<file path="src/verilog/cacheCfgPkg.sv">
// --------------------------------------
// Default cache geometry and word types
// Word addressed memory, one word per line
// numSets and numWays must be powers of two
// --------------------------------------
package cacheCfgPkg;

    // Geometry defaults, the top level may override them
    localparam int defAddrWidth = 12;
    localparam int defDataWidth = 32;
    localparam int defNumSets = 16;
    localparam int defNumWays = 4;

    // Address word at the default width
    typedef logic [defAddrWidth-1:0] addrT;

    // Data word at the default width
    typedef logic [defDataWidth-1:0] dataT;

endpackage

</file>
<file path="src/verilog/lruTracker.sv">
// --------------------------------------
// True LRU ages per line, age 0 is most recent
// Ages in a set stay a permutation of 0..numWays-1
// Reset gives way numWays-1 the oldest age
// --------------------------------------
`timescale 1ns/1ns

module lruTracker #(
    parameter int numSets = cacheCfgPkg::defNumSets,
    parameter int numWays = cacheCfgPkg::defNumWays
) (
    input  logic                       clk,
    input  logic                       rst,
    input  logic                       touchEn,
    input  logic [$clog2(numSets)-1:0] touchSet,
    input  logic [$clog2(numWays)-1:0] touchWay,
    input  logic [$clog2(numSets)-1:0] rdSet,
    output logic [$clog2(numWays)-1:0] victimWay
);

    localparam int setW = $clog2(numSets);
    localparam int wayW = $clog2(numWays);
    localparam int ageW = $clog2(numWays);

    logic [ageW-1:0] ages [numSets][numWays];
    logic [ageW-1:0] oldAge;
    logic [ageW-1:0] bestAge;

    // Age of the way being touched, before the update
    assign oldAge = ages[touchSet][touchWay];

    // Touched way becomes youngest, younger ways age by one
    always_ff @(posedge clk) begin
        if (rst) begin
            for (int s = 0; s < numSets; s++) begin
                for (int w = 0; w < numWays; w++) begin
                    ages[s][w] <= ageW'(w);
                end
            end
        end else if (touchEn) begin
            for (int w = 0; w < numWays; w++) begin
                if (w == touchWay) begin
                    ages[touchSet][w] <= '0;
                end else if (ages[touchSet][w] < oldAge) begin
                    ages[touchSet][w] <= ages[touchSet][w] + 1'b1;
                end
            end
        end
    end

    // Oldest way of the looked-up set
    always_comb begin
        victimWay = '0;
        bestAge = '0;
        for (int w = 0; w < numWays; w++) begin
            if (ages[rdSet][w] > bestAge) begin
                bestAge = ages[rdSet][w];
                victimWay = wayW'(w);
            end
        end
    end

    // Pairwise check that no two ways of a set share an age
    function automatic logic agesDistinct(input logic [setW-1:0] s);
        logic ok;
        ok = 1'b1;
        for (int i = 0; i < numWays; i++) begin
            for (int j = i + 1; j < numWays; j++) begin
                if (ages[s][i] == ages[s][j]) begin
                    ok = 1'b0;
                end
            end
        end
        return ok;
    endfunction

    agesStayDistinct: assert property (@(posedge clk) disable iff (rst)
        touchEn |=> agesDistinct($past(touchSet)));

endmodule

</file>
<file path="config.mk">
export PLATFORM = sky130hd
export DESIGN_NAME = lruTracker
export DESIGN_NICKNAME = d
export VERILOG_FILES = /design/src/verilog/cacheCfgPkg.sv /design/src/verilog/lruTracker.sv
export SDC_FILE = /design/constraint.sdc
export NUM_CORES = 1
export LEC_CHECK = 0
export BUFFER_PORTS_ARGS = -buffer_cell sky130_fd_sc_hd__buf_2
export CORE_ASPECT_RATIO = 0.5
export CORE_UTILIZATION = 65
export DETAILED_ROUTE_END_ITERATION = 8
export PLACE_DENSITY_LB_ADDON = 0.1
export SYNTH_ARGS = -nofsm -noshare
export SYNTH_HDL_FRONTEND = slang
export SYNTH_SLANG_ARGS = --single-unit
</file>
<file path="constraint.sdc">
create_clock -name clk -period 11.35 [get_ports clk]
set_input_delay 0 -clock clk [delete_from_list [all_inputs] [get_ports clk]]
set_output_delay 0 -clock clk [all_outputs]
set_load 0.01 [all_outputs]
</file>
# --- Word-level counts from Yosys, hierarchy flattened ---
# Memory sizes are Yosys's and may differ from the RTL's.
# Index checks and enable logic that the tools add are counted.
word_totals:
  reg_bits: 0
  ramBits: 128
  output_inout_bits: 2
  elab_cells: 78
  memories: 1
memory_table:
  columns: ["memory", "depth", "width", "read_ports", "rd_ports_with_merged_regs", "write_ports", "line", "source"]
  rows:
  - ["ages", 16, 8, 2, 0, 16, "lruTracker.sv:25", "logic [ageW-1:0] ages [numSets][numWays];"]
classes:
  add_sub_neg: 4
  magnitude_cmp: 9
  n_eq_ne: 3
  mux: 54
  bitwise_logic: 5
  reduce_logical: 2
op_table:
  columns: ["op", "count"]
  rows:
  - ["$mux W1", 39]
  - ["$mux W2", 11]
  - ["$add A2 B1 Y2 const B", 4]
  - ["$lt A2 B2 Y1", 4]
  - ["$mux W4", 2]
  - ["$mux W8", 1]
  - ["$reduce_or A8 Y1", 1]
  - ["$gt A2 B2 Y1", 3]
  - ["$bmux W2 S2", 1]
  - ["$eq A2 B2 Y1 const A", 2]
  - ["$or A1 B1 Y1", 4]
  - ["$ge A3 B3 Y1 const B", 1]
  - ["$not A2 Y3", 1]
  - ["$eq A1 B2 Y1 const A", 1]
  - ["$gt A2 B1 Y1 const B", 1]
  - ["$logic_not A2 Y1", 1]

# --- Longest topological paths before layout ---
logic_depth:
  ltp_word: 13
  ltp_mapped: 21
  depth_no_buf: 18

# --- Worst setup path after synthesis ---
# OpenSTA, ideal clock, no wires.
synth_timing:
  path_type: "input to output"
  start: "input port rdSet[0]"
  end: "output port victimWay[0]"
  arrival_ps: 4050
  required_time_ps: 11350
  setup_slack_ps: 7300
  stages: 21
  path_buffers: 3
  path_cell_list: "clkbuf_1 buf_2 buf_1 mux4_2 mux4_2 inv_1 ha_1 nor2_1 o22ai_1 nand2_1 o21ai_0 ha_1 inv_1 o22ai_1 inv_1 nor2_1 a21oi_1 ha_1 nand2_1 o21ai_0 o21ai_0"
synth_via:
  elab_chain_len: 9
synth_rtl:
  columns: ["item", "line", "source"]
  rows:
  - ["start: declaration", "lruTracker.sv:17", "input logic [$clog2(numSets)-1:0] rdSet,"]
  - ["$mem_v2 Z16 W8 (*)", null, null]
  - ["$gt A2 B1 Y1", "lruTracker.sv:56", "if (ages[rdSet][w] > bestAge) begin"]
  - ["$mux W2", "lruTracker.sv:56", null]
  - ["$gt A2 B2 Y1", "lruTracker.sv:56", null]
  - ["$mux W2", "lruTracker.sv:56", null]
  - ["$gt A2 B2 Y1", "lruTracker.sv:56", null]
  - ["$mux W2", "lruTracker.sv:56", null]
  - ["$gt A2 B2 Y1", "lruTracker.sv:56", null]
  - ["$mux W2 (*)", "lruTracker.sv:56", null]
  - ["end: declaration", "lruTracker.sv:18", "output logic [$clog2(numWays)-1:0] victimWay"]
# Every way passes the cells marked *; elsewhere a longest branch is shown, timed or not.

==> impl_metrics.env <==
export IMPL_status="complete, no violations"
export IMPL_synth_largest_area_cell="edfxtp_1"
export IMPL_port_buffers=14
export IMPL_largest_register_ffs=128
export IMPL_worst_slack_ns=7.14
export IMPL_cts_inserted_buffers=17
export IMPL_place_worst_setup_slack_ns=6.89
export IMPL_power_density_nw_per_um2=147
export IMPL_n_fill_cell=804
export IMPL_finalInstanceArea_um2=8680
export IMPL_hp_class="input pin to flop"
export IMPL_ant_nets=0
export IMPL_timing_setup_tns_ns=0
export IMPL_final_period_minus_worst_setup_slack_ns=4.21
export IMPL_drtIter0Drc=887
export IMPL_drc_violations_left=0
export IMPL_synthTopCellsByArea="edfxtp_1 48%, mux4_2 17%, nor2_1 4.6%, mux2i_1 4.0%, nand2_1 3.3%"
export IMPL_setup_violations_final=0
export IMPL_n_antenna_cell=0
export IMPL_die_boundary_width_um=159
export IMPL_ys_async_sr_fraction_pct=0
export IMPL_final_hold_worst_slack_ns=0.322
export IMPL_cp_slowest_cell="nand4_1"
export IMPL_cts_reportedPaths_clkPinSlew_ns=0.06
export IMPL_seq_area_um2=3840
export IMPL_worst_slew_margin_rel_pct=20.3
export IMPL_area_delta_synth_final_pct=8.17
export IMPL_grtUsageTotal_pct=35.2
export IMPL_cts_num_sinks=128
export IMPL_post_synth_cell_area_avg_um2=12.1
export IMPL_start_util_pct=67.4
export IMPL_critical_path_cell_by_cell="mux4_2 -> mux4_2 -> mux4_2 -> inv_1 -> ha_1 -> inv_1 -> a2111o_1 -> nand4_1 -> o21bai_1"
export IMPL_cap_viol_max_count=0
export IMPL_cts_hold_fix_buffers=0
export IMPL_htree_num_levels=4
export IMPL_global_route_overflow_total=0
export IMPL_place_gp_congestion=0.894
export IMPL_final_instance_count_excl_fill=832
export IMPL_via_total_after_detailed_routing=5839
export IMPL_hpwlAfterDp_um=15000
export IMPL_yosysSeqAreaShare_pct=47.9
export IMPL_max_fanout_on_critical_path=16
export IMPL_first_global_vias=5626
export IMPL_layout_drive_gt1_share_pct=20.1
export IMPL_top_register="ages"
export IMPL_drt_pass_1_iters=8
export IMPL_ctsRootBufferMaster="clkbuf_16"
export IMPL_worst_ir_drop_vdd_uv=85.0
export IMPL_synth_cell_area_um2=8030
export IMPL_synth_most_common_cell="edfxtp_1"
export IMPL_multi_input_area_um2=3870
export IMPL_timing_final_hold_violations=0
export IMPL_dp_cells=800
export IMPL_placement_cell_area_um2=8110
export IMPL_number_of_enable_flip_flop_cells_after_synthesis=128
export IMPL_yosysWarnings=0
export IMPL_floorplan_io_pins=15
export IMPL_postSynthRegisterBits=128
export IMPL_row_count=28
export IMPL_worstPathArrival_ns=4.30
export IMPL_initial_antenna_violation_count=0
export IMPL_end_kind="flop"
export IMPL_cp_required_ns=11.44
export IMPL_post_cts_setup_buffers=0
export IMPL_grt_setup_unrepaired="false"
export IMPL_tritoncts_clock_tree="built"
export IMPL_worstSetupPathType="flop to flop"
export IMPL_worst_path_buf_inv=2
export IMPL_reg2reg_depth=9
export IMPL_worstSkewPairLatency_ns=0.42
export IMPL_global_route_wire_length_before_repair_um=32100
export IMPL_finalClockSkew_ns=0.0101
export IMPL_post_synth_inst_count=664
export IMPL_final_nets=679
export IMPL_synth_cells_most_frequent="128 x edfxtp_1, 99 x nor2_1, 70 x nand2_1"
export IMPL_die_height_um=80.6
export IMPL_cts_max_path_buffers=2
export IMPL_synthesis_nets=689
export IMPL_via_per_inst=7.02
export IMPL_crit_path_launch_type="flop"
export IMPL_avgRoutedWirePerCell_um=25.4
export IMPL_power_leakage_nw=2.87
export IMPL_cp_common_cell="mux4_2"
export IMPL_maxSlewViolCount=0
export IMPL_critical_path_max_stage_delay_ns=0.69
export IMPL_cts_resized=0
export IMPL_stages_on_worst_setup_path=9
export IMPL_core_region_area_um2=11900
export IMPL_critical_path_top_delay_family="multiplexers"
export IMPL_post_synth_top_area_fraction_pct=47.9
export IMPL_largest_registers="ages (128)"
export IMPL_yosys_most_used_dff="edfxtp_1"
export IMPL_timing_worst_slew_pin_value_ns=1.19
export IMPL_yosys_cell_types_count=48
export IMPL_pin_count_of_the_biggest_net_entering_global_routing=67
export IMPL_cell_depth_of_the_worst_min_delay_path=5
export IMPL_max_freq_mhz=238
export IMPL_wl_um=21100
export IMPL_min_period_over_period_pct=37.1
export IMPL_floorplan_die_area_um2=12800
## path summary, 6_finish.rpt
check,start,end,slack [ns]
worst max-delay path,ages[11][7],ages[10][7],7.14
worst min-delay path,touchWay[0],ages[0][0],0.32
worst max register to register,ages[11][7],ages[10][7],7.14
worst min register to register,ages[2][1],ages[0][1],1.44
## metrics by stage
stage / power (mW) / utilization [%]
floorplan: 0.698 / -
global placement: 0.743 / 68.1
detailed placement: 0.749 / 68.1
CTS: 1.27 / 72.9
global route: 1.31 / 72.9
finish: 1.28 / 72.9
## worst reg2reg max path, stage by stage (launching register included)
cell	delay, ns
edfxtp_1	0.41
mux4_2	0.48
mux4_2	0.59
mux4_2	0.49
inv_1	0.16
ha_1	0.28
inv_1	0.14
a2111o_1	0.12
nand4_1	0.69
o21bai_1	0.53
## logic make-up (layout without fill, tap and decap cells)
| group | count (synthesis) | after routing | synth area share (%) |
|---|---|---|---|
| simple gates | 251 | 251 | 14.4 |
| mux | 92 | 92 | 20.8 |
| flops | 128 | 128 | 47.9 |
| xor+xnor | 2 | 2 | 0.218 |
| buf+inv | 66 | 69 | 4.08 |
| compound gates | 113 | 113 | 10.7 |
| fa+ha+maj | 12 | 12 | 1.87 |
## power breakdown
| part | internal (mW) | leakage (nW) | total [mW] | switching (mW) |
|---|---|---|---|---|
| combinational | 0.0724 | 1.50 | 0.202 | 0.129 |
| sequential | 0.535 | 1.11 | 0.542 | 0.00746 |
| clock | 0.320 | 0.262 | 0.533 | 0.212 |
| total | 0.928 | 2.87 | 1.28 | 0.349 |
## placed cells by master (no fill, tap or decap), drive strengths merged, types with 10 or more instances in the layout
cell type / n
clkbuf: 17
inv: 15
nand3: 33
o21ai: 23
ha: 12
edfxtp: 128
o21bai: 17
mux4: 60
nand2: 70
nor2b: 10
nor2: 109
a22oi: 13
buf: 23
a21o: 32
mux2i: 32
## metal layers
layer / vias up / wire, um / global-route usage [%]
met2: 396 / 9350 / 52.4
met1: 2883 / 8070 / 47.5
met4: 0 / 526 / 13.3
met3: 49 / 3170 / 13.0
met5: - / 0 / 0
li1: 2511 / - / -
## area by class of cell
type                       count  area share (%)
timing repair buffer          23            1.59
clock inverter                15            1.67
sequential                   128            44.3
multi-input combinational    470            44.6
clock buffer                  17            4.90
tap                          165            2.38
inverter                      14           0.605
Power figures use the tool's default switching activity.
