**src/verilog/cacheCfgPkg.sv**
```systemverilog
// --------------------------------------
// Default cache geometry and word types
// Word addressed memory, one word per line
// numSets and numWays must be powers of two
// --------------------------------------
package cacheCfgPkg;

    // Geometry defaults, the top level may override them
    localparam int defAddrWidth = 12;
    localparam int defDataWidth = 32;
    localparam int defNumSets = 16;
    localparam int defNumWays = 4;

    // Address word at the default width
    typedef logic [defAddrWidth-1:0] addrT;

    // Data word at the default width
    typedef logic [defDataWidth-1:0] dataT;

endpackage

```
**src/verilog/tagDataArray.sv**
```systemverilog
// --------------------------------------
// Tag, data and valid storage per set and way
// Whole set is read combinationally
// One way written per cycle, a write always validates it
// --------------------------------------
`timescale 1ns/1ns

module tagDataArray #(
    parameter int addrWidth = cacheCfgPkg::defAddrWidth,
    parameter int dataWidth = cacheCfgPkg::defDataWidth,
    parameter int numSets = cacheCfgPkg::defNumSets,
    parameter int numWays = cacheCfgPkg::defNumWays
) (
    input  logic                           clk,
    input  logic                           rst,
    input  logic [$clog2(numSets)-1:0]     rdSet,
    output logic [numWays*(addrWidth-$clog2(numSets))-1:0] rdTags,
    output logic [numWays*dataWidth-1:0]   rdData,
    output logic [numWays-1:0]             rdValid,
    input  logic                           wrEn,
    input  logic [$clog2(numSets)-1:0]     wrSet,
    input  logic [$clog2(numWays)-1:0]     wrWay,
    input  logic [addrWidth-$clog2(numSets)-1:0] wrTag,
    input  logic [dataWidth-1:0]           wrData
);

    localparam int setW = $clog2(numSets);
    localparam int tagW = addrWidth - setW;

    // ----------------------------------------
    // Storage
    // ----------------------------------------
    logic [tagW-1:0]      tagMem [numSets][numWays];
    logic [dataWidth-1:0] dataMem [numSets][numWays];
    logic [numWays-1:0]   validMem [numSets];

    // Valid bits, the only state that reset touches
    always_ff @(posedge clk) begin
        if (rst) begin
            for (int s = 0; s < numSets; s++) begin
                validMem[s] <= '0;
            end
        end else if (wrEn) begin
            validMem[wrSet][wrWay] <= 1'b1;
        end
    end

    // Line payload
    always_ff @(posedge clk) begin
        if (wrEn) begin
            tagMem[wrSet][wrWay] <= wrTag;
            dataMem[wrSet][wrWay] <= wrData;
        end
    end

    // ----------------------------------------
    // Set read, way w sits in slice w
    // ----------------------------------------
    for (genvar w = 0; w < numWays; w++) begin : genRd
        assign rdTags[w*tagW +: tagW] = tagMem[rdSet][w];
        assign rdData[w*dataWidth +: dataWidth] = dataMem[rdSet][w];
    end

    assign rdValid = validMem[rdSet];

    // Write way must name an existing way
    wrWayInRange: assert property (@(posedge clk) disable iff (rst)
        wrEn |-> (wrWay < numWays));

endmodule

```
**config.mk**
```make
export PLATFORM = sky130hd
export DESIGN_NAME = tagDataArray
export DESIGN_NICKNAME = d
export VERILOG_FILES = /design/src/verilog/cacheCfgPkg.sv /design/src/verilog/tagDataArray.sv
export SDC_FILE = /design/constraint.sdc
export NUM_CORES = 2
export LEC_CHECK = 0
export BUFFER_PORTS_ARGS = -buffer_cell sky130_fd_sc_hd__buf_2
export CAP_MARGIN = 40
export CORE_MARGIN = 5
export CORE_UTILIZATION = 55
export DETAILED_ROUTE_END_ITERATION = 16
export PLACE_DENSITY = 0.81
export SLEW_MARGIN = 20
export SYNTH_ARGS = -nofsm -noshare
export SYNTH_HDL_FRONTEND = slang
export SYNTH_SLANG_ARGS = --single-unit
```
**constraint.sdc**
```tcl
create_clock -name clk -period 6.5 [get_ports clk]
set_input_delay 0 -clock clk [delete_from_list [all_inputs] [get_ports clk]]
set_output_delay 0 -clock clk [all_outputs]
set_load 0.02 [all_outputs]
```
After elaboration in Yosys (flattened, before gate mapping) --
Memories as Yosys holds them, arrays and structs flattened. Index checks and enable logic that the tools add are counted.
Word-level totals: flip-flop bits (word level) 0, memory bits (writable) 2624, output and inout port bits 164, logic and storage cells 27, memories kept 3
Operators by class: magnitude comparators 4, muxes and demuxes 16, bitwise operators 1, reductions and logical operators 3
Memory list:
- dataMem | depth 16, bits a word 128, read ports 1, clocked after Yosys merged registers in 0, wr ports 1, line tagDataArray.sv:34 | logic [dataWidth-1:0] dataMem [numSets][numWays];
- tagMem | depth 16, bits a word 32, read ports 1, clocked after Yosys merged registers in 0, wr ports 1, line tagDataArray.sv:33 | logic [tagW-1:0] tagMem [numSets][numWays];
- validMem | depth 16, bits a word 4, read ports 1, clocked after Yosys merged registers in 0, wr ports 16, line tagDataArray.sv:35 | logic [numWays-1:0] validMem [numSets];
Operators by type and width (number):
- $mux 128 | 1
- $demux 32 s2 | 1
- $mux 32 | 2
- $demux 8 s2 | 1
- $mux 4 | 4
- $mux 8 | 1
- $mux 1 | 5
- $reduce_or 4->1 | 1
- $ge 3x3->1 const B | 1
- $lt 2x3->1 const B | 1
- $lt 3x1->1 const B | 1
- $not 2->3 | 1
- $demux 1 s2 | 1
- $ge 2x1->1 const B | 1
- $logic_and 1x1->1 | 2

Logic depth before layout (Yosys ltp) --
word-level depth 7, mapped depth 8

Worst setup path before layout --
No wires, ideal clock.
path type in2reg, start input wrEn, end memory dataMem[15][100] in the netlist's numbering, enable pin, setup time 0.438 ns, data arrival time 2.717 ns, required time 6.062 ns, slack 3.346 ns, cell stages on the path 5, path buffers 3, path through clkbuf_1 > or3b_2 > clkbuf_1 > clkbuf_1 > nor2_1
On the way: word-level cells in the longest chain between the ends 2
Ends and longest elaborated chain:
- start: declaration | line tagDataArray.sv:20 | input logic wrEn,
- $mux 1 | line tagDataArray.sv:50 | if (wrEn) begin
- $mux 128 (implied by the code) | line tagDataArray.sv:52 | dataMem[wrSet][wrWay] <= wrData;
- end: declaration | line tagDataArray.sv:34
Every way passes these cells.

Final worst setup path --
start input rdSet[0], end output rdData[112]
On the way: word-level cells in the longest chain between the ends 1
Ends and longest elaborated chain:
- start: declaration | line tagDataArray.sv:16 | input logic [$clog2(numSets)-1:0] rdSet,
- $mem_v2 16x128
- end: declaration | line tagDataArray.sv:18 | output logic [numWays*dataWidth-1:0] rdData,
Every way passes these cells.

==> results_tabular.tex <==
\begin{tabular}{lr}
\hline
Metric & Value \\
\hline
\multicolumn{2}{l}{\textbf{Synth}} \\
\quad Sequential area share after synthesis & 0.7885 \\
\quad Instance count of the mapped netlist & between 4k and 5k \\
\quad Post-synthesis sequential element count & $\sim$2.6k \\
\quad Synth Net Count & $\sim$4.5k \\
\quad Commonest cells in the netlist & sky130\_fd\_sc\_hd\_\_edfxtp\_1, sky130\_fd\_sc\_hd\_\_mux4\_2, sky130\_fd\_sc\_hd\_\_a22oi\_1 \\
\quad Number of distinct standard cells referenced by the synthesized netlist & 38 \\
\quad Primary flip-flop cell chosen by synthesis mapping & sky130\_fd\_sc\_hd\_\_edfxtp\_1 \\
\quad Post-synth EDFFs & around 2.6k \\
\quad Area fraction of the dominant cell type after synthesis & 0.7756 \\
\quad Syn\_area\_per\_cell & approximately 23 sq um \\
\quad Leading post-synthesis cells by cell area & sky130\_fd\_sc\_hd\_\_edfxtp\_1, sky130\_fd\_sc\_hd\_\_mux4\_2, sky130\_fd\_sc\_hd\_\_a22oi\_1, sky130\_fd\_sc\_hd\_\_dfxtp\_1, sky130\_fd\_sc\_hd\_\_mux2\_2 \\
\quad Library cell with the highest instance count after synthesis & sky130\_fd\_sc\_hd\_\_edfxtp\_1 \\
\quad Post-synth ARST share & 0 \\
\quad Largest area contributor in the netlist & sky130\_fd\_sc\_hd\_\_edfxtp\_1 \\
\quad Post-Syn Area & approximately 100000 sq um \\
\quad Count of warnings emitted by yosys & 0 \\
\multicolumn{2}{l}{\textbf{Global routing}} \\
\quad Overall fraction of global-route tracks in use & 0.3190 \\
\quad Global-route met3 utilization & 0.08924 \\
\quad Number of global-route vias before repair & 54.59k \\
\quad Met1 demand-to-capacity share in global routing & 0.3891 \\
\quad Wire length of the first global-routing pass & approximately 420000 microns \\
\quad Met2 GRT Util & 0.5007 \\
\quad Grt total ovfl & 0 \\
\quad Largest net degree at the start of global routing & 115 \\
\quad GR peak layer & met2 \\
\quad Number of antenna violations at the first check in global routing & 27 \\
\multicolumn{2}{l}{\textbf{Outcome}} \\
\quad Outcome & completed \\
\multicolumn{2}{l}{\textbf{Floorplanning}} \\
\quad Total Die Area & between 150000 and 200000 sq um \\
\quad Die W & approximately 430 microns \\
\quad Number of top-level pins & roughly 220 \\
\quad Height of the chip & 434.5 microns \\
\quad Effective utilization at floorplan & 0.5543 \\
\quad Rows & around 160 \\
\quad Core box area & about 180000 sq um \\
\multicolumn{2}{l}{\textbf{Place}} \\
\quad Inst Count DP & between 6k and 7k \\
\quad Post-DP HPWL & approximately 150000 microns \\
\quad Last weighted congestion value of the routability-driven placer & 0.8156 \\
\quad Dpl ws & roughly 3.1 ns \\
\quad Buffers added on ports & 216 \\
\multicolumn{2}{l}{\textbf{Critical path}} \\
\quad Data arrival time of the worst path & roughly 3.3 ns \\
\quad Launching instance or port of the critical path & rdSet[0] \\
\quad Critical Path, Cell by Cell & buf\_8 > buf\_12 > mux4\_2 > mux2i\_1 > a22oi\_1 > buf\_2 \\
\quad Cell with the largest stage delay on the worst path & sky130\_fd\_sc\_hd\_\_mux2i\_1 \\
\quad Critical path capture point type & output port \\
\quad Required time of the critical path & around 6.5 ns \\
\quad Element type at the critical path start & primary input \\
\quad Start of the worst register-to-register path & validMem[9][0]\$\_DFF\_P\_ \\
\quad Max stage delay on crit path & around 0.70 ns \\
\quad Max FO, Critical Path & about 110 \\
\quad Worst setup path category & primary input to output port \\
\multicolumn{2}{l}{\textbf{Clock tree}} \\
\quad CTS hold repair buffers & 59 \\
\quad Total of cells resized after clock tree synthesis & 0 \\
\quad Max clock buf depth & 3 \\
\quad Root buffer selected by CTS & sky130\_fd\_sc\_hd\_\_clkbuf\_16 \\
\quad Sinks on the clock net & $\sim$2.6k \\
\quad Level count of the clock H-tree & 4 \\
\quad Clock tree from TritonCTS & yes \\
\quad Post-CTS Setup Bufs & 0 \\
\quad Clock network latency to the later pin of the worst-skew pair & roughly 0.86 ns \\
\quad Clock slew seen by the registers of the worst setup and hold paths & $\sim$0.070 ns \\
\quad Number of buffers created by CTS & roughly 230 \\
\multicolumn{2}{l}{\textbf{Route}} \\
\quad Post-route antenna net violation count & 0 \\
\quad Average routed wire per standard cell & roughly 41 microns \\
\quad Detailed-route via count & around 54k \\
\quad Routed via count divided by cell count & between 7 and 8 \\
\quad Number of DRC violations after detailed-routing iteration 0 & 11.03k \\
\quad Detailed-router iteration count before antenna repair & 7 \\
\quad Total Routed Length & 307700 microns \\
\quad Count of unresolved DRC violations after routing & 0 \\
\multicolumn{2}{l}{\textbf{STA}} \\
\quad Transition at the pin with the smallest max-transition slack & 1.034 ns \\
\quad Setup TNS & 0 ns \\
\quad Setup repair after global routing missed its margin & no \\
\quad Final Max Slew Viols & 0 \\
\quad Final setup violation count & 0 \\
\quad Max-slew headroom & 0.3108 \\
\quad Highest attainable clock frequency & around 300 MHz \\
\quad Final Hold Viols & 0 \\
\quad Setup slack of the critical path after layout & approximately 3.2 ns \\
\quad Tcrit/Tclk final & 0.5092 \\
\quad Worst-case clock skew & 0 ns \\
\quad Fin crit period & 3.310 ns \\
\multicolumn{2}{l}{\textbf{Layout}} \\
\quad Core utilization of the finished layout & 0.6351 \\
\quad Layout overhead on the synthesized area & 14.57\% \\
\quad Final non-filler cell total & 7419 \\
\quad Net count, final & 4909 \\
\quad Fraction of layout cells with a size suffix above 1 & 0.3034 \\
\multicolumn{2}{l}{\textbf{Min path}} \\
\quad Worst min path class & primary input to flip-flop \\
\quad Worst min-delay path startpoint & wrData[12] \\
\multicolumn{2}{l}{\textbf{Pwr}} \\
\quad Ratio of total power to cell area & around 300 nW/um\^{}2 \\
\quad IR Drop Worst-Case VDD & roughly 320 uV \\
\quad Cell leakage power & $\sim$36 nW \\
\multicolumn{2}{l}{\textbf{Flow run}} \\
\quad Number of maximum-capacitance constraint violations & 0 \\
\hline
\end{tabular}
==> cell type report <==
class	instances	area, sq um
Clock buffer	260	5974
Timing Repair Buffer	479	4582
Multi-Input combinational cell	1520	20220
Tap cell	2355	2947
Antenna cell	12	30.03
Sequential cell	2624	78160
Fill cell	10650	65250
Clock inverter	169	1648
==> per-stage QoR <==
stage	hold slack (ns)	total power, mW	cell area [sq um]
6_report	0.06074	34.94	113600
4_1_cts	0.06761	34.76	113300
5_1_grt	0.05809	35.75	113500
2_1_floorplan	0.09887	20.08	99120
3_3_place_gp	0.4417	20.85	103400
3_5_place_dp	0.4139	20.98	105100
==> state kept, by name (all words and copies together), names as in the netlist <==
name and flops:
dataMem 2048, tagMem 512, validMem 64
==> worst paths after layout <==
path,slack (ns),cells past startpoint,end
setup / recovery,3.19,6,rdData[112]
hold / removal,0.06,3,dataMem[6][44]$_DFFE_PP_
setup reg to reg,5.30,3,validMem[9][0]$_DFF_P_
hold reg to reg,0.47,2,validMem[6][2]$_DFF_P_
==> report_power, final <==
| group | switching [mW] | leakage (nW) | total [mW] | internal (mW) |
|---|---|---|---|---|
| clock | 6.41 | 3.71 | 14.2 | 7.76 |
| combinational | 1.38 | 8.76 | 2.07 | 0.692 |
| sequential | 0.0436 | 23.5 | 18.7 | 18.7 |
==> metal layers <==
layer,vias up,part of all wire
li1,19560,-
met1,27110,0.29
met2,6144,0.47
met3,1485,0.15
met4,18,0.087
met5,-,0.00040
==> critical path, delay by kind of cell <==
family / cells / cell delay, ns
AO/OA/AOI/OAI: 1 / 0.34
buffers and inverters: 3 / 1.42
multiplexers: 2 / 1.34
==> placed cells by master, fill, tap and decap left out, types with 5 or more instances in the layout <==
| master | count |
|---|---|
| sky130_fd_sc_hd__buf_16 | 42 |
| sky130_fd_sc_hd__o22a_1 | 16 |
| sky130_fd_sc_hd__buf_12 | 42 |
| sky130_fd_sc_hd__bufinv_16 | 29 |
| sky130_fd_sc_hd__a221oi_1 | 9 |
| sky130_fd_sc_hd__dlygate4sd3_1 | 59 |
| sky130_fd_sc_hd__a21oi_1 | 64 |
| sky130_fd_sc_hd__clkbuf_16 | 235 |
| sky130_fd_sc_hd__clkinv_1 | 58 |
| sky130_fd_sc_hd__buf_2 | 216 |
| sky130_fd_sc_hd__nand2_1 | 122 |
| sky130_fd_sc_hd__nand3_1 | 6 |
| sky130_fd_sc_hd__nor2_4 | 67 |
| sky130_fd_sc_hd__mux4_2 | 599 |
| sky130_fd_sc_hd__nor2_1 | 70 |
| sky130_fd_sc_hd__nand2b_1 | 12 |
| sky130_fd_sc_hd__o21ai_0 | 28 |
| sky130_fd_sc_hd__clkinv_2 | 51 |
| sky130_fd_sc_hd__a22oi_1 | 255 |
| sky130_fd_sc_hd__dfxtp_1 | 64 |
| sky130_fd_sc_hd__edfxtp_1 | 2560 |
| sky130_fd_sc_hd__o22ai_1 | 8 |
| sky130_fd_sc_hd__buf_4 | 111 |
| sky130_fd_sc_hd__mux2_2 | 90 |
| sky130_fd_sc_hd__clkbuf_1 | 25 |
| sky130_fd_sc_hd__o221ai_1 | 40 |
| sky130_fd_sc_hd__diode_2 | 12 |
| sky130_fd_sc_hd__mux2i_1 | 49 |
| sky130_fd_sc_hd__clkinvlp_4 | 16 |
| sky130_fd_sc_hd__nor2b_1 | 45 |
| sky130_fd_sc_hd__nor2b_4 | 5 |
| sky130_fd_sc_hd__nor4bb_1 | 6 |
==> kinds of logic after synthesis <==
family	Yosys count	share of synthesized area
buf+inv	261	0.01303
flops	2624	0.7885
mux	738	0.1513
compound gates	424	0.03061
simple gates	358	0.01661
Power figures use the tool's default switching activity.
