$ cat src/verilog/cacheCfgPkg.sv
// --------------------------------------
// Default cache geometry and word types
// Word addressed memory, one word per line
// numSets and numWays must be powers of two
// --------------------------------------
package cacheCfgPkg;

    // Geometry defaults, the top level may override them
    localparam int defAddrWidth = 12;
    localparam int defDataWidth = 32;
    localparam int defNumSets = 16;
    localparam int defNumWays = 4;

    // Address word at the default width
    typedef logic [defAddrWidth-1:0] addrT;

    // Data word at the default width
    typedef logic [defDataWidth-1:0] dataT;

endpackage

$ cat src/verilog/cacheCtrlPkg.sv
// --------------------------------------
// Controller state and CPU opcode encodings
// --------------------------------------
package cacheCtrlPkg;

    // Access FSM states
    // stMemRead is taken only on a read miss
    typedef enum logic [2:0] {
        stIdle,
        stLookup,
        stMemRead,
        stFill
    } ctrlStateT;

    // CPU request opcode
    typedef enum logic {
        opRead,
        opWrite
    } cpuOpT;

endpackage

$ cat src/verilog/cacheController.sv
// --------------------------------------
// Write-through cache FSM, one request in flight
// Hit 2 cycles, write miss 3, read miss 4
// Write miss allocates without a memory read
// respValid is a one-cycle pulse with no back-pressure
// --------------------------------------
`timescale 1ns/1ns

module cacheController #(
    parameter int addrWidth = cacheCfgPkg::defAddrWidth,
    parameter int dataWidth = cacheCfgPkg::defDataWidth,
    parameter int numSets = cacheCfgPkg::defNumSets,
    parameter int numWays = cacheCfgPkg::defNumWays
) (
    input  logic                       clk,
    input  logic                       rst,
    input  logic                       reqValid,
    input  cacheCtrlPkg::cpuOpT        reqOp,
    input  logic [addrWidth-1:0]       reqAddr,
    input  logic [dataWidth-1:0]       reqWriteData,
    output logic                       reqReady,
    output logic                       respValid,
    output logic [dataWidth-1:0]       respReadData,
    output logic [$clog2(numSets)-1:0] rdSet,
    input  logic [numWays*(addrWidth-$clog2(numSets))-1:0] rdTags,
    input  logic [numWays*dataWidth-1:0] rdData,
    input  logic [numWays-1:0]         rdValid,
    output logic                       wrEn,
    output logic [$clog2(numSets)-1:0] wrSet,
    output logic [$clog2(numWays)-1:0] wrWay,
    output logic [addrWidth-$clog2(numSets)-1:0] wrTag,
    output logic [dataWidth-1:0]       wrData,
    output logic                       touchEn,
    output logic [$clog2(numSets)-1:0] touchSet,
    output logic [$clog2(numWays)-1:0] touchWay,
    input  logic [$clog2(numWays)-1:0] victimWay,
    output logic                       memWrEn,
    output logic                       memRdEn,
    output logic [addrWidth-1:0]       memAddr,
    output logic [dataWidth-1:0]       memWrData,
    input  logic [dataWidth-1:0]       memRdData
);

    localparam int setW = $clog2(numSets);
    localparam int wayW = $clog2(numWays);
    localparam int tagW = addrWidth - setW;

    cacheCtrlPkg::ctrlStateT state, nextState;

    // Latched request
    logic [addrWidth-1:0] addrQ;
    logic [dataWidth-1:0] wdataQ;
    cacheCtrlPkg::cpuOpT  opQ;
    logic [wayW-1:0]      replWayQ;

    // Set index in the low bits, tag above it
    logic [setW-1:0] setQ;
    logic [tagW-1:0] tagQ;
    assign setQ = addrQ[setW-1:0];
    assign tagQ = addrQ[addrWidth-1:setW];

    // ----------------------------------------
    // Hit detection and replacement choice
    // ----------------------------------------
    logic                 hit;
    logic [wayW-1:0]      hitWay;
    logic [dataWidth-1:0] hitData;
    logic                 foundInvalid;
    logic [wayW-1:0]      invalidWay;
    logic [wayW-1:0]      replWay;

    // Downward scan so the lowest invalid way wins
    always_comb begin
        hit = 1'b0;
        hitWay = '0;
        hitData = '0;
        foundInvalid = 1'b0;
        invalidWay = '0;
        for (int w = numWays - 1; w >= 0; w--) begin
            if (!rdValid[w]) begin
                foundInvalid = 1'b1;
                invalidWay = wayW'(w);
            end
            if (rdValid[w] && rdTags[w*tagW +: tagW] == tagQ) begin
                hit = 1'b1;
                hitWay = wayW'(w);
                hitData = rdData[w*dataWidth +: dataWidth];
            end
        end
    end

    // Invalid ways first, then the LRU victim
    assign replWay = foundInvalid ? invalidWay : victimWay;

    assign reqReady = (state == cacheCtrlPkg::stIdle);

    // ----------------------------------------
    // Next state
    // ----------------------------------------
    always_comb begin
        nextState = state;
        case (state)
            cacheCtrlPkg::stIdle: begin
                if (reqValid) begin
                    nextState = cacheCtrlPkg::stLookup;
                end
            end
            cacheCtrlPkg::stLookup: begin
                if (hit) begin
                    nextState = cacheCtrlPkg::stIdle;
                end else if (opQ == cacheCtrlPkg::opRead) begin
                    nextState = cacheCtrlPkg::stMemRead;
                end else begin
                    nextState = cacheCtrlPkg::stFill;
                end
            end
            // Memory data lands for the fill
            cacheCtrlPkg::stMemRead: nextState = cacheCtrlPkg::stFill;
            cacheCtrlPkg::stFill: nextState = cacheCtrlPkg::stIdle;
            default: nextState = cacheCtrlPkg::stIdle;
        endcase
    end

    // ----------------------------------------
    // Array, LRU and memory controls
    // ----------------------------------------
    always_comb begin
        rdSet = setQ;
        wrEn = 1'b0;
        wrSet = setQ;
        wrWay = replWayQ;
        wrTag = tagQ;
        wrData = wdataQ;
        touchEn = 1'b0;
        touchSet = setQ;
        touchWay = replWayQ;
        memWrEn = 1'b0;
        memRdEn = 1'b0;
        memAddr = addrQ;
        memWrData = wdataQ;
        case (state)
            cacheCtrlPkg::stLookup: begin
                if (hit) begin
                    touchEn = 1'b1;
                    touchWay = hitWay;
                    // Write hit updates line and memory together
                    if (opQ == cacheCtrlPkg::opWrite) begin
                        wrEn = 1'b1;
                        wrWay = hitWay;
                        memWrEn = 1'b1;
                    end
                end
            end
            cacheCtrlPkg::stMemRead: memRdEn = 1'b1;
            cacheCtrlPkg::stFill: begin
                wrEn = 1'b1;
                touchEn = 1'b1;
                if (opQ == cacheCtrlPkg::opRead) begin
                    wrData = memRdData;
                end else begin
                    memWrEn = 1'b1;
                end
            end
            default: ;
        endcase
    end

    // ----------------------------------------
    // State and response pulse
    // ----------------------------------------
    always_ff @(posedge clk) begin
        if (rst) begin
            state <= cacheCtrlPkg::stIdle;
            respValid <= 1'b0;
        end else begin
            state <= nextState;
            respValid <= (state == cacheCtrlPkg::stLookup && hit) ||
                         (state == cacheCtrlPkg::stFill);
        end
    end

    // Request latch, replacement way and read data
    always_ff @(posedge clk) begin
        if (reqValid && reqReady) begin
            addrQ <= reqAddr;
            wdataQ <= reqWriteData;
            opQ <= reqOp;
        end
        if (state == cacheCtrlPkg::stLookup && !hit) begin
            replWayQ <= replWay;
        end
        // Read data holds until the next read completes
        if (opQ == cacheCtrlPkg::opRead) begin
            if (state == cacheCtrlPkg::stLookup && hit) begin
                respReadData <= hitData;
            end else if (state == cacheCtrlPkg::stFill) begin
                respReadData <= memRdData;
            end
        end
    end

    respSinglePulse: assert property (@(posedge clk) disable iff (rst)
        respValid |=> !respValid);

    memPortExclusive: assert property (@(posedge clk) disable iff (rst)
        !(memRdEn && memWrEn));

endmodule

$ cat config.mk
export PLATFORM = sky130hd
export DESIGN_NAME = cacheController
export DESIGN_NICKNAME = d
export VERILOG_FILES = /design/src/verilog/cacheCfgPkg.sv /design/src/verilog/cacheCtrlPkg.sv /design/src/verilog/cacheController.sv
export SDC_FILE = /design/constraint.sdc
export NUM_CORES = 1
export LEC_CHECK = 0
export BUFFER_PORTS_ARGS = -buffer_cell sky130_fd_sc_hd__buf_2
export CORE_AREA = 8 8 141 143
export CTS_BUF_LIST = sky130_fd_sc_hd__clkbuf_8 sky130_fd_sc_hd__clkbuf_16
export DETAILED_ROUTE_END_ITERATION = 8
export DIE_AREA = 0 0 149 151
export MAX_ROUTING_LAYER = met4
export PLACE_DENSITY = 0.71
export SLEW_MARGIN = 20
export SYNTH_ARGS = -nofsm -noshare
export SYNTH_HDL_FRONTEND = slang
export SYNTH_SLANG_ARGS = --single-unit
$ cat constraint.sdc
create_clock -name clk -period 4.7 [get_ports clk]
set_input_delay 0.94 -clock clk [delete_from_list [all_inputs] [get_ports clk]]
set_output_delay 0.94 -clock clk [all_outputs]
set_load 0.1 [all_outputs]
* Word-level counts from Yosys, hierarchy flattened
Index checks and enable logic that the tools add are counted.
** Word-level totals
- Output and inout bits :: 138
- Flip-flop bits (word level) :: 83
** Operators by class
- Equal/unequal tests :: 8
- Reduce and logical (&&, ||, !) cells :: 12
- Mux-type cells :: 41
- Bitwise logic cells :: 1
** Operators with widths (number)
- two-way mux 32 bit :: 8
- equality test 8 bit :: 4
- two-way mux 2 bit :: 15
- two-way mux 1 bit :: 13
- one-hot mux 3 bit (3 select lines) :: 1
- logical AND 1 bit :: 7
- equality test 3 x 2 -> 1 bit (second input constant) :: 2
- one-hot mux 1 bit (2 select lines) :: 3
- equality test 3 x 1 -> 1 bit (second input constant) :: 1
- zero test 3 bit :: 1
- two-way mux 3 bit :: 1
- != test 2 bit (second input constant) :: 1
- AND reduction 2 bit :: 1
- nonzero test 2 bit :: 1
- zero test 1 bit :: 1
- logical OR 1 bit :: 1
- NOT 1 bit :: 1

* Depth between registers and ports, before layout
- Word-level depth :: 9
- Gate-level depth with buffers :: 8

* Least setup slack after synthesis
Ideal clock, no wire load.
- Kind :: register to output
- Start :: register addrQ[7] (netlist: memAddr[7])
- End :: output port touchWay[0]
- Slack :: -0.050 ns
- Cell stages (with the launch flop) :: 9
- Required time :: 3.760 ns
- Arrival time :: 3.810 ns
- Cells stage by stage :: edfxtp_1 xnor2_1 and2_1 buf_2 nand3_1 buf_2 buf_2 o21ai_1 a21oi_1
** On the way
- Longest elaborated chain between the ends :: 8
- Elaborated cells on any way between the ends :: 18
- Those cells by class :: 4 x eq/ne; 10 x mux; 4 x reduce/logical
** Ends and longest elaborated chain
- start, declared :: line cacheController.sv:51 : logic [addrWidth-1:0] addrQ;
- start signal, assigned :: line cacheController.sv:185 : addrQ <= reqAddr;
- equality test 8 bit :: line cacheController.sv:84 : if (rdValid[w] && rdTags[w*tagW +: tagW] == tagQ) begin
- logical AND 1 bit :: line cacheController.sv:84
- two-way mux 2 bit or two-way mux 1 bit (tied branches) (4 in series) :: line cacheController.sv:84
- two-way mux 2 bit * :: line cacheController.sv:143 : if (hit) begin
- two-way mux 2 bit * :: line cacheController.sv:141 : case (state)
- end, declared :: line cacheController.sv:35 : output logic [$clog2(numWays)-1:0] touchWay,
Mark *: on every way between the ends. The rest lies on a longest branch, timed or not.

* Worst setup path after layout
- Start :: input port rdTags[4]
- End :: output port wrEn
** On the way
- Longest elaborated chain between the ends :: 5
** Ends and longest elaborated chain
- start, declared :: line cacheController.sv:25 : input logic [numWays*(addrWidth-$clog2(numSets))-1:0] rdTags,
- equality test 8 bit :: line cacheController.sv:84
- logical AND 1 bit :: line cacheController.sv:84
- two-way mux 1 bit :: line cacheController.sv:84
- two-way mux 1 bit :: line cacheController.sv:143
- one-hot mux 1 bit (2 select lines) :: line cacheController.sv:141
- end, declared :: line cacheController.sv:28 : output logic wrEn,
Every way passes these cells.

==> results.ini <==
[critical_path]
slowest_stage=or3_2
cp-start-kind=primary input
required_ns=3.76
worstPathArrival_ns=3.03
critical-path-max-stage-delay_ns=0.59
path_cells=buf_2 -> xnor2_1 -> nand3_1 -> or3_2 -> buf_4 -> and2_1 -> a21oi_1 -> o21a_1 -> buf_12
path_delay_family=simple AND/OR/NAND/NOR gates
reg2regPathDepth=7
reg2reg_slack_ns=1.27
critical_path_class=primary input to output pin
reg2reg_from=memAddr[9]$_DFFE_PP_
r2r_end=respReadData[1]$_DFFE_PP_
crit_buf_inv=3
end_kind=output pin
cp_max_fo=22

[placed_design]
pre_cts_ws_ns=0.756
port_buffers=383
globalplace.congestion=0.875
hpwlAfterDp_mm=20.1

[yosys]
synth_nets=813
yosys_warnings=0
synthXorXnorAreaFrac_pct=5.15
syn_area_per_cell_sq_um=9.60
syn_inst=567
synth_edf_count=79
ys_ff_latch=82
seq_area_frac_synth_pct=44.7
ys_types=40
synthAdderAreaFrac_pct=0
muxShareOfSynthArea_pct=1.24
synth_top_flop_cell=edfxtp_1
synth_compound_area_share_pct=23.3
yosys.area_share.simple_pct=16.5
synth_top_family_by_area=compound AO/OA/AOI/OAI gates
syn_area_sq_mm=0.00544
async_flop_share_pct=0

[die]
start_util_pct=30.8
fp-row-count=49
dieHeight_um=151
dieArea_sq_mm=0.0225
core-area_sq_mm=0.0177
die_w_um=149
io_pins=384

[min_path]
worstHoldPathCells=1
min_to=respReadData[16]$_DFFE_PP_
holdCritPathClass=flop to flop
min_from=opQ$_DFFE_PP_

[cells_and_area]
layout.nets=1151
final_layout_size_suffix_gt1_share_pct=49.2
fill_cells=1773
area_growth_pct=43.6

[global_routing]
use_met2_pct=36.3
grt_pass1_wl_mm=37.1
grt_max_degree=49
antenna_found_initial=2
use_met3_pct=5.35
grt_pass1_vias=6450
grt.busiest_layer=met2
met1_usage_pct=26.3
grtUsageTotal_pct=22.2
grt_overflow_total=0

[power_and_ir_drop]
p_per_area_mw_per_mm2=332
power_mw=2.59
leakagePower_nw=3.46
peakVddDrop_mv=0.201

[timing]
final-setup-viol-count=0
finalSetupTns_ns=0
rsz0062_at_grt=false
finalCriticalPeriod_ns=3.97
fin_worst_skew_ns=0.0109
worst_pin_slew_ns=0.981
slew_headroom_pct=34.4
fin_crit_sh_pct=84.5
fmax_mhz=252
hold_violations=0
final_max_slew_viol_count=0
setup_ws_ns=0.730

[routing]
first_pass_iters=5
drcViolationCount=0
drtAntennaViolNets=0
wl_per_cell_um=22.3
num_vias=6168
viasPerCell=5.41
wl_mm=25.5
drt_iter0_drc=404

[clocking]
clk_pin_slew_worst_paths_ns=0.07
clock-root-buffer=clkbuf_16
cts-htree-levels=3
hold_buffers=0
clock_sinks=82
clk_latency_ns=0.34
cts_buffers=9
cts_resized=0
cts_setup_buffers=0
cts_tree=yes
clockBufferDepth=2

[status]
status=finished clean

[flow_run]
cap_violations=0

==> layout make-up <==
| cell class | instances | area [sq um] | share of cell area (%) |
|---|---|---|---|
| multi-input combinational | 381 | 2570 | 32.9 |
| sequential | 82 | 2430 | 31.1 |
| timing repair buffer | 402 | 2130 | 27.3 |
| tap | 229 | 287 | 3.67 |
| clock buffer | 9 | 225 | 2.88 |
| inverter | 29 | 109 | 1.39 |
| clock inverter | 7 | 52.6 | 0.672 |
| antenna | 2 | 5.00 | 0.0640 |
==> metrics by stage <==
stage	instances	hold WS [ns]	util [%]	area [sq um]
6_report	1141	0.679	44.3	7820
3_5_place_dp	1123	0.672	42.7	7530
2_1_floorplan	567	0.568	-	5450
4_1_cts	1139	0.676	44.2	7810
5_1_grt	1141	0.713	44.3	7820
3_3_place_gp	1123	0.654	42.7	7530
==> worst max path at each step <==
stage                               from           to  depth (start not counted)
detailed placement             rdTags[4]         wrEn                          9
global placement               rdTags[4]         wrEn                          9
CTS                            rdTags[4]         wrEn                          9
finish                         rdTags[4]         wrEn                          9
global route                   rdTags[4]         wrEn                          9
floorplan           memAddr[7]$_DFFE_PP_  touchWay[0]                          8
==> sequential cells by signal, indices dropped and copies added, names as in the netlist <==
signal        count
memAddr          12
memWrData        32
opQ               1
replWayQ          2
respReadData     32
respValid         1
state             2
==> cells by family after synthesis <==
family          after synthesis
mux                           6
compound gates              181
buf+inv                     104
simple gates                162
xor+xnor                     32
flops                        82
==> cells in the mapped netlist (2+ instances only) <==
cell      number  area [sq um]
clkbuf_1      34           128
xor2_1        14           123
a22o_1         6          52.6
nor2_1         7          26.3
o32ai_2       10           163
buf_4         23           173
o32ai_1       16           140
dfxtp_1        3          60.1
edfxtp_1      79          2370
nand3_1       32           160
a21oi_1       18          90.1
o21ai_1        2          10.0
buf_2         16          80.1
o211ai_1      26           195
nand2_1       40           150
inv_1         29           109
a31oi_1       28           175
mux2_2         6          67.6
o21ai_0       59           295
nand4_1       37           231
xnor2_1       18           158
o221ai_1       6          52.6
nor3_1         2          10.0
and3_1        27           169
and2_1         6          37.5
a41oi_1        6          52.6
buf_1          2          7.51
nor2b_1        2          12.5
or3_1          2          12.5
==> cell usage in the layout, fill, tap and decap left out, drive strengths merged, types with 2 or more instances in the layout <==
cell | netlist | layout
buf | 41 | 402
edfxtp | 79 | 79
o21ai | 61 | 61
nand2 | 40 | 40
nand4 | 38 | 38
inv | 29 | 33
nand3 | 32 | 32
a31oi | 28 | 28
and3 | 27 | 27
o211ai | 26 | 26
o32ai | 26 | 26
xnor2 | 18 | 18
a21oi | 18 | 18
xor2 | 14 | 14
clkbuf | 34 | 9
nor2 | 8 | 8
and2 | 7 | 7
mux2 | 6 | 6
a41oi | 6 | 6
o221ai | 6 | 6
a22o | 6 | 6
dfxtp | 3 | 3
nor3 | 3 | 3
diode | 0 | 2
nor4 | 2 | 2
clkinvlp | 0 | 2
nor2b | 2 | 2
or3 | 2 | 2
a21boi | 2 | 2
==> layer usage <==
metal,up-vias,part of all wire [%]
li1,2849,-
met1,2914,39
met2,360,49
met3,45,9.1
met4,0,2.3
met5,-,0
==> where the power goes <==
| part | leakage, nW | internal, mW | total [mW] | switching (mW) |
|---|---|---|---|---|
| Combinational | 2.56 | 0.207 | 1.01 | 0.804 |
| Sequential | 0.760 | 0.852 | 0.888 | 0.0353 |
| Clock | 0.136 | 0.364 | 0.695 | 0.331 |
| Total | 3.46 | 1.42 | 2.59 | 1.17 |
(Power assumes the default switching activity.)
